===== src/verilog/jtroc_mem_pkg.sv =====
/*
    ROM download memory map
    SDRAM byte offsets of each ROM region, address widths
    and the region codes used along the download path
*/

package jtroc_mem_pkg;

    // SDRAM byte address width
    localparam int SDRAM_AW = 22;

    // Colour PROM address width, 1024 bytes in total
    localparam int PROM_AW = 10;

    // Region offsets in the download stream
    // Main CPU ROM starts at zero
    localparam logic [SDRAM_AW-1:0] SND_START  = 22'h0A000;
    localparam logic [SDRAM_AW-1:0] SCR_START  = 22'h0C000;
    localparam logic [SDRAM_AW-1:0] OBJ_START  = 22'h10000;
    localparam logic [SDRAM_AW-1:0] PROM_START = 22'h14000;

    // Memory region of a download byte
    typedef enum logic [2:0] {
        REG_MAIN,
        REG_SND,
        REG_SCR,
        REG_OBJ,
        REG_PROM
    } region_t;

endpackage


===== src/verilog/jtroc_dwn_pkg.sv =====
/*
    ROM download transfer types
    Word passed from the decoder through the FIFO to the writer
*/

package jtroc_dwn_pkg;

    // Width of one download byte
    localparam int DATA_W = 8;

    // One classified download byte
    // addr already swizzled, or the PROM offset for PROM bytes
    typedef struct packed {
        jtroc_mem_pkg::region_t                region;
        logic [jtroc_mem_pkg::SDRAM_AW-1:0]    addr;
        logic [DATA_W-1:0]                     data;
    } dwn_word_t;

endpackage


===== src/verilog/jtroc_dwn_fifo.sv =====
/*
    Download word FIFO
    Synchronous register FIFO between decoder and writer,
    with a sticky flag for pushes that arrive while full
*/

`timescale 1ns/10ps

module jtroc_dwn_fifo #(
    parameter int DEPTH = 8
)(
    input                            clk,
    input                            rst,
    input                            push,
    input  jtroc_dwn_pkg::dwn_word_t din,
    input                            pop,
    output jtroc_dwn_pkg::dwn_word_t dout,
    output logic                     empty,
    output logic                     overflow
);

localparam int AW = $clog2(DEPTH);
localparam logic [AW:0] FULL_CNT = (AW+1)'(DEPTH);

jtroc_dwn_pkg::dwn_word_t mem [DEPTH];

logic [AW-1:0] wr_ptr;
logic [AW-1:0] rd_ptr;
logic [AW:0]   count;
logic          full;
logic          wr_en;
logic          rd_en;

assign full  = count == FULL_CNT;
assign empty = count == '0;
assign wr_en = push & ~full;
assign rd_en = pop & ~empty;

// Head word is visible without a read cycle
assign dout = mem[rd_ptr];

always_ff @(posedge clk) begin
    if (rst) begin
        wr_ptr   <= '0;
        rd_ptr   <= '0;
        count    <= '0;
        overflow <= 1'b0;
    end else begin
        if (wr_en) wr_ptr <= wr_ptr + 1'b1;
        if (rd_en) rd_ptr <= rd_ptr + 1'b1;
        case ({wr_en, rd_en})
            2'b10:   count <= count + 1'b1;
            2'b01:   count <= count - 1'b1;
            default: count <= count;
        endcase
        // Dropped word, held until reset
        if (push && full) overflow <= 1'b1;
    end
end

always_ff @(posedge clk) begin
    if (wr_en) mem[wr_ptr] <= din;
end

endmodule


===== config.mk =====
export PLATFORM = sky130hd
export DESIGN_NAME = jtroc_dwn_fifo
export DESIGN_NICKNAME = d
export VERILOG_FILES = /design/src/verilog/jtroc_mem_pkg.sv /design/src/verilog/jtroc_dwn_pkg.sv /design/src/verilog/jtroc_dwn_fifo.sv
export SDC_FILE = /design/constraint.sdc
export NUM_CORES = 1
export LEC_CHECK = 0
export ABC_CLOCK_PERIOD_IN_PS = 13350
export BUFFER_PORTS_ARGS = -buffer_cell sky130_fd_sc_hd__buf_4
export CAP_MARGIN = 15
export CORE_ASPECT_RATIO = 1.1
export CORE_UTILIZATION = 65
export CTS_BUF_LIST = sky130_fd_sc_hd__clkbuf_8
export DETAILED_ROUTE_END_ITERATION = 12
export HOLD_SLACK_MARGIN = 0.15
export PLACE_DENSITY = 0.85
export SYNTH_ARGS = -nofsm -noshare
export SYNTH_HDL_FRONTEND = slang
export SYNTH_SLANG_ARGS = --single-unit

===== constraint.sdc =====
create_clock -name clk -period 13.35 [get_ports clk]
set_input_delay 1.335 -clock clk [delete_from_list [all_inputs] [get_ports clk]]
set_output_delay 1.335 -clock clk [all_outputs]
set_load 0.005 [all_outputs]

Word-level counts from Yosys, hierarchy flattened. Memories as Yosys holds them, arrays and structs flattened. A register that Yosys moved wholly into a read port is not among the register bits. Index checks and enable logic that the tools add are counted.

Memories kept: 1. Bits in registers: 11. RAM bits: 264. Input bits: 37.

Eq/ne operators: 3. Reductions and logical operators: 3. Muxes and demuxes: 5. $add $sub $neg: 4. Bitwise logic cells: 4.

Memories: mem (words 8, width 33, rd ports 1, clocked after Yosys merged registers in 1, write ports 1, RTL line jtroc_dwn_fifo.sv:25) `jtroc_dwn_pkg::dwn_word_t mem [DEPTH];`.

Operators with widths (count): one-hot mux 4 bit (2 select lines) (1); adder 3 x 1 -> 3 bit (second input constant) (2); two-way mux 3 bit (2); adder 4 x 1 -> 4 bit (second input constant) (1); == test 4 bit (second input constant) (1); zero test 4 bit (1); subtractor 4 x 1 -> 4 bit (second input constant) (1); bitwise AND 1 bit (2); == test 2 x 1 -> 1 bit (second input constant) (1); == test 2 bit (second input constant) (1); two-way mux 1 bit (2); NOT 1 bit (2); nonzero test 2 bit (1); logical AND 1 bit (1).

Depth between registers and ports, before layout. Gate-level depths: netlist (run 1).

Word-level depth: 5. Depth in mapped cells: 11. Mapped depth without buffers: 9.

Worst setup path before layout (run 1). No wires, ideal clock.

Path type: input -> register. From: input port push. To: memory mem[0][0] in the netlist's numbering (enable). Stages: 2. Data arrival time: 4.564 ns. Data required time: 12.844 ns. Path buffers: 0. Path slack: 8.280 ns. Path through: nand2_4 nor4_1.

Longest elaborated chain between the ends: 3.

Ends and longest elaborated chain: from (decl) (RTL line jtroc_dwn_fifo.sv:14) `input push,`; bitwise AND 1 bit (RTL line jtroc_dwn_fifo.sv:36) `assign wr_en = push & ~full;`; two-way mux 1 bit (RTL line jtroc_dwn_fifo.sv:62) `if (wr_en) mem[wr_ptr] <= din;`; two-way mux 1 bit (implied by the code) (RTL line jtroc_dwn_fifo.sv:62); to (decl) (RTL line jtroc_dwn_fifo.sv:25).

Every way passes these cells.

==> key figures, run 1 <==
Yosys
  • Area leader, netlist: edfxtp_1
  • Yosys top cell area share: 74.4%
  • Largest cells by area after synthesis: edfxtp_1 74%, mux4_2 12%, mux2_2 3.6%, dfxtp_1 2.6%, mux4_1 2.5%
  • Synth Area in Simple Gates: ~1.7%
  • EDFF count, synth: ~260
  • Syn_area_per_cell: 23.2 µm²
  • Largest family of logic cells by synthesized area: multiplexers
  • Post-synthesis adder-cell area fraction: less than 1%
  • XOR/XNOR Fraction of Synth Area: 0.575%
  • Cell variety after synth: 36
  • Post-Syn Instances: 459
  • Ys Warns: 0
  • Synth Cell Area: approximately 11000 µm²
  • Synth Area in Compound Gates: less than 1%
  • Seq/Total Area, Yosys: between 70% and 80%
  • Async set or reset register ratio after synthesis: 0%
  • Number of synthesized register bits: ~280
  • Post-synthesis mux area share: 18.2%
  • Top FF cell, synth: edfxtp_1
  • Syn Nets: around 500

Final layout
  • Final instance area: 12200 µm²
  • Layout cell share with drive strength beyond 1: about two fifths
  • Final core utilization: between 70% and 80%
  • Layout area overhead: 14.0%
  • Ant. Diodes: 0
  • Most common cell after layout, fill and taps aside: edfxtp_1
  • Most frequent cells in the layout: 264 x edfxtp_1, 86 x buf_4, 56 x mux4_2
  • Final nets: 607
  • Non-filler cells, final: between 700 and 800

Timing
  • Clock skew: 0.0195 ns
  • Final min period: ~4.3 ns
  • Fin. Hold Viols: 0
  • Fmax: around 230 MHz
  • Final Cycle Share: between 30% and 40%
  • Total negative slack: 0 ns
  • Fin worst setup slack: between 9 and 10 ns
  • Final setup viols: 0
  • Max-slew violation total from the final report: 0
  • Worst Tran Pin Value: between 1 and 1.5 ns
  • Relative slew slack: 27.9%
  • RSZ-0062 raised after global routing: false
  • Hold Slack: approximately 0.48 ns

Detailed routing
  • Vias per cell: slightly above 6
  • DRC violations left: 0
  • Via Count: 4858
  • TritonRoute pass-1 iters: 4
  • DRT antenna net count: 0
  • Final wirelength: roughly 19000 µm
  • Wirelength per Cell: 24.4 µm
  • Iter 0 DRT Violations: approximately 470

Power and ir drop
  • Switching share of power: approximately 25%
  • Internal cell power: 1.58 mW
  • Worst vdd ir: 119 µV
  • Net switching power: roughly 530 µW
  • Seq pwr share: between 40% and 50%
  • Clock share of power: approximately 28%
  • LEAKAGE: roughly 4 nW
  • Pwr Density: about 170 nW/µm²
  • Final Power: roughly 2.1 mW
  • Combinational share of power: 22.1%

Global routing
  • Number of global-route vias before repair: 5215
  • Congestion Overflow GR: 0
  • Initial antenna violation count: 0
  • First-pass GRT wire length: 29100 µm
  • Pin count of the biggest net entering global routing: 67
  • Total track usage: 24.4%

Die
  • Die X-Extent: approximately 120 µm
  • Core Rows: 48
  • Chip height: between 100 and 150 µm
  • Die area: ~17000 µm²
  • Initial core utilization: about two thirds
  • Ports: a little over 70
  • Core ar.: 15900 µm²

Setup path
  • Critical path's slowest cell: buf_4
  • Crit path capture type: output port
  • CP Max Fanout: 55
  • Critical Path RT: 12.02 ns
  • Most frequent CP cell: buf_4
  • CP cell instances: buf_4, mux4_1, mux2_2, buf_4
  • Kind of critical path: reg2out
  • Worst path arrival time: around 3 ns
  • CP peak stage delay: between 0.8 and 0.9 ns
  • CP startpoint kind: flop

Min path
  • Tightest Hold Check Type: reg2reg

Placement
  • HPWL Detailed: between 10000 and 15000 µm
  • PortBufs: between 70 and 80
  • Placed cells: slightly above 700
  • GP Congestion: ~0.7
  • Place WS: 9.51 ns
  • Area of placed instances: between 10000 and 15000 µm²

CTS
  • CTS tree: built
  • CTS Hold Bufs: 0
  • Latest clock arrival within the worst-skew pair: between 0.5 and 0.6 ns
  • CTS-repair resized insts: 0
  • Clk root buf: clkbuf_8
  • Setup bufs post-CTS: 0
  • Clk slew on worst S/H paths: about 0.060 ns
  • Clock Path Buffers: 3
  • Clk sinks: between 200 and 300
  • H-tree depth: 2
  • TritonCTS buffer count: 40

Status
  • Status: finished, final reports clean

Flow run
  • Max-cap violations: 0
## synth_stat cells (2+ instances only)
| cell | n |
|---|---|
| a21oi_1 | 2 |
| buf_2 | 5 |
| buf_6 | 5 |
| clkbuf_1 | 7 |
| dfxtp_1 | 14 |
| edfxtp_1 | 264 |
| ha_1 | 5 |
| mux2_2 | 34 |
| mux2i_1 | 2 |
| mux4_1 | 10 |
| mux4_2 | 56 |
| nand2_1 | 4 |
| nand2b_1 | 2 |
| nand3_1 | 3 |
| nor2_1 | 15 |
| nor3_1 | 5 |
| nor4_1 | 2 |
| xor2_1 | 6 |
## path summary, 6_finish.rpt
kind	start	slack [ns]	endpoint	depth (start not counted)
min	overflow	0.48	overflow	2
max reg2reg	count[1]	10.68	count[3]	7
min reg2reg	overflow	0.48	overflow	2
max	flop	9.03	dout[27]	4
## layer usage
layer  vias up  wire [µm]  global-route usage [%]  part of all wire, %
met1      2491       7480                    32.1                   39
li1       2146          -                       -                    -
met2       177      10100                    39.5                   52
met3        44       1170                    5.62                  6.1
met4         0        556                    10.5                  2.9
met5         -          0                       0                    0
## registers in the layout, indices dropped and copies added (netlist names), named ones only
name	count
mem	264
overflow	1
wr_ptr	3
count	4
rd_ptr	3
## worst max-delay path: cells and delay by family (launching register included)
family	cells	cell delay [ns]
muxes	2	0.94
DFF	1	0.49
buffers and inverters	2	0.97
## area by class of cell
cell class,instances,area (µm²)
Tap cell,200,250
Timing Repair Buffer,86,646
Clock inverter,25,104
Clock buffer,43,592
Sequential cell,278,8210
Fill cell,813,3700
Multi-Input combinational cell,158,2340
Inverter,1,3.75
## cell families after synthesis
kind of cell / count (synthesis)
AOI/OAI and AO/OA: 7
xor gates and xnor gates: 7
adders and majority gates: 5
buffers and inverters: 23
DFF: 278
muxes: 103
and+or+nand+nor: 36
## power groups by stage
stage / sequential (mW) / clock (mW) / combinational, mW
floorplan: 1.06 / 0 / 0.327
global placement: 1.07 / 0 / 0.458
detailed placement: 1.07 / 0 / 0.472
CTS: 1.06 / 0.605 / 0.475
global route: 1.06 / 0.641 / 0.504
finish: 1.05 / 0.592 / 0.466
Power figures use the tool's default switching activity.
==> run 2: changes to the inputs <==
ABC_CLOCK_PERIOD_IN_PS = 4190   (was 13350)
CORE_UTILIZATION = 62   (was 65)
PLACE_DENSITY = 0.81   (was 0.85)
clock period = 4.19 ns   (was 13.35 ns; I/O delays follow)
==> run 2 against run 1 <==
Against the previous run: largest cell class unchanged; critical path depth did not move; clock-buffer cell count rose by 1; flip-flop and latch count did not move; clock power rose to 3.4 times the previous value; setup slack got worse by 8.0 ns; routed wire length rose by 3.2%; via count rose by 3.5%.
==> key figures, run 2 (same netlist as run 1, synthesis figures left out) <==
Detailed routing
  • Final wirelength: about 20000 µm
  • Wirelength per Cell: between 20 and 25 µm
  • DRC violations left: 0
  • Iter 0 DRT Violations: ~400
  • DRT antenna net count: 0
  • Vias per cell: between 5 and 6
  • Via Count: a little over 5000
  • TritonRoute pass-1 iters: 4

Timing
  • Fin. Hold Viols: 0
  • Fmax: roughly 310 MHz
  • Max-slew violation total from the final report: 0
  • Total negative slack: 0 ns
  • Relative slew slack: around 28%
  • Final Cycle Share: between 70% and 80%
  • Final setup viols: 0
  • Final min period: 3.21 ns
  • Fin worst setup slack: between 0.9 and 1 ns
  • Clock skew: roughly 0.017 ns
  • Worst Tran Pin Value: about 1.1 ns
  • Hold Slack: ~0.21 ns
  • RSZ-0062 raised after global routing: false

Final layout
  • Final instance area: 12600 µm²
  • Layout area overhead: 18.2%
  • Max FFs per register: approximately 260
  • Multi-input gate area: between 2000 and 2500 µm²
  • Biggest register: mem
  • Most frequent cells in the layout: 264 x edfxtp_1, 85 x buf_4, 56 x mux4_2
  • Final core utilization: 76.1%
  • Fillers: 874
  • Final nets: 644
  • Most common cell after layout, fill and taps aside: edfxtp_1
  • Layout cell share with drive strength beyond 1: 38.0%
  • Ant. Diodes: 0
  • Non-filler cells, final: between 800 and 900
  • Register Area: about 8200 µm²
  • Top flop regs: mem x264, count x4

Setup path
  • Worst reg2reg path depth: 7
  • R2r setup slk: approximately 1.5 ns
  • Reg2reg end: count[3]
  • Critical path's slowest cell: dfxtp_4
  • CP startpoint kind: flop
  • CP peak stage delay: ~0.85 ns
  • CP Max Fanout: 40
  • Worst path arrival time: between 2 and 3 ns
  • CP cell instances: buf_12, mux4_1, mux2_2, buf_4
  • Largest delay share family, worst path: multiplexers
  • Critical Path RT: around 3.8 ns
  • Reg2reg start: count[1]
  • Bufs and invs on worst path: 2
  • Crit path capture type: output port
  • Kind of critical path: reg2out

Power and ir drop
  • Worst vdd ir: between 400 and 500 µV
  • Switching share of power: 25.5%
  • LEAKAGE: between 4 and 5 nW
  • Final Power: around 6.9 mW
  • Combinational share of power: between 20% and 30%
  • Seq pwr share: 49.7%
  • Internal cell power: just over 5 mW
  • Clock share of power: slightly below 30%
  • Pwr Density: about 550 nW/µm²
  • Net switching power: 1.77 mW

Min path
  • Hold depth: 3
  • Tightest Hold Check Type: in2reg
  • Hold Path Origin: push
  • WHS Endpoint: wr_ptr[1]

CTS
  • H-tree depth: 2
  • Latest clock arrival within the worst-skew pair: between 0.5 and 0.6 ns
  • CTS tree: built
  • CTS-repair resized insts: 0
  • Clk root buf: clkbuf_8
  • TritonCTS buffer count: 43
  • Clk sinks: roughly 280
  • Clock Path Buffers: 3
  • Clk slew on worst S/H paths: approximately 0.06 ns

Placement
  • Place WS: approximately 1.4 ns
  • Area of placed instances: around 11000 µm²
  • Placed cells: slightly above 700
  • HPWL Detailed: around 11000 µm
  • GP Congestion: roughly 0.76
  • PortBufs: just over 70

Die
  • Core Rows: 49
  • Ports: a little over 70
  • Chip height: about 140 µm
  • Die area: between 15000 and 20000 µm²
  • Die X-Extent: 127 µm
  • Core ar.: between 15000 and 20000 µm²
  • Initial core utilization: between 60% and 70%

Flow run
  • Max-cap violations: 0

Global routing
  • Grt met2 use: 41.0%
  • Initial antenna violation count: 0
  • Pin count of the biggest net entering global routing: a little over 40
  • Number of global-route vias before repair: 5512
  • Met1 GRT Util: 30.5%
  • Total track usage: between 20% and 30%
  • Congestion Overflow GR: 0
  • GRT busiest layer: met2
  • First-pass GRT wire length: 30700 µm
  • Met3 Usage GRT: 4.92%

Status
  • Status: finished, final reports clean
[run 2: per-layer routing]
layer  wire length [µm]  part of all wire [%]
met2              10500                    53
met3               1120                   5.6
met4                502                   2.5
met1               7750                    39
met5                  0                     0
[run 2: tightest hold or removal path, stage by stage]
cell     delay, ns
buf_4         0.14
nand3_1       0.09
a21oi_2       0.05
[run 2: final cells by class]
class | instances | share of cell area [%]
timing repair buffer | 120 | 7.93
tap | 204 | 2.03
clock buffer | 44 | 4.81
inverter | 1 | 0.0298
clock inverter | 34 | 1.34
multi-input combinational | 158 | 18.7
sequential | 278 | 65.2
[run 2: timing repair]
action                    4_1_cts  5_1_grt
hold endpoints to repair      272        0
hold buffers                   34        0
setup buffers                   0        0
[run 2: power groups by stage]
stage,combinational (mW),clock [mW],sequential [mW]
floorplan,1.04,0,3.37
global placement,1.40,0,3.48
detailed placement,1.44,0,3.51
CTS,1.48,2.06,3.45
global route,1.56,2.18,3.48
finish,1.46,2.03,3.45
[run 2: worst max path at each step]
stage / endpoint / from / depth (start not counted) / slack [ns]
2_1_floorplan: mem[4][0] / count[0] / 4 / 0.60
3_5_place_dp: mem[4][30] / count[1] / 4 / 1.41
3_3_place_gp: dout[2] / flop / 4 / 1.52
6_report: dout[2] / flop / 4 / 0.98
4_1_cts: dout[2] / flop / 4 / 0.91
5_1_grt: dout[2] / flop / 4 / 0.84
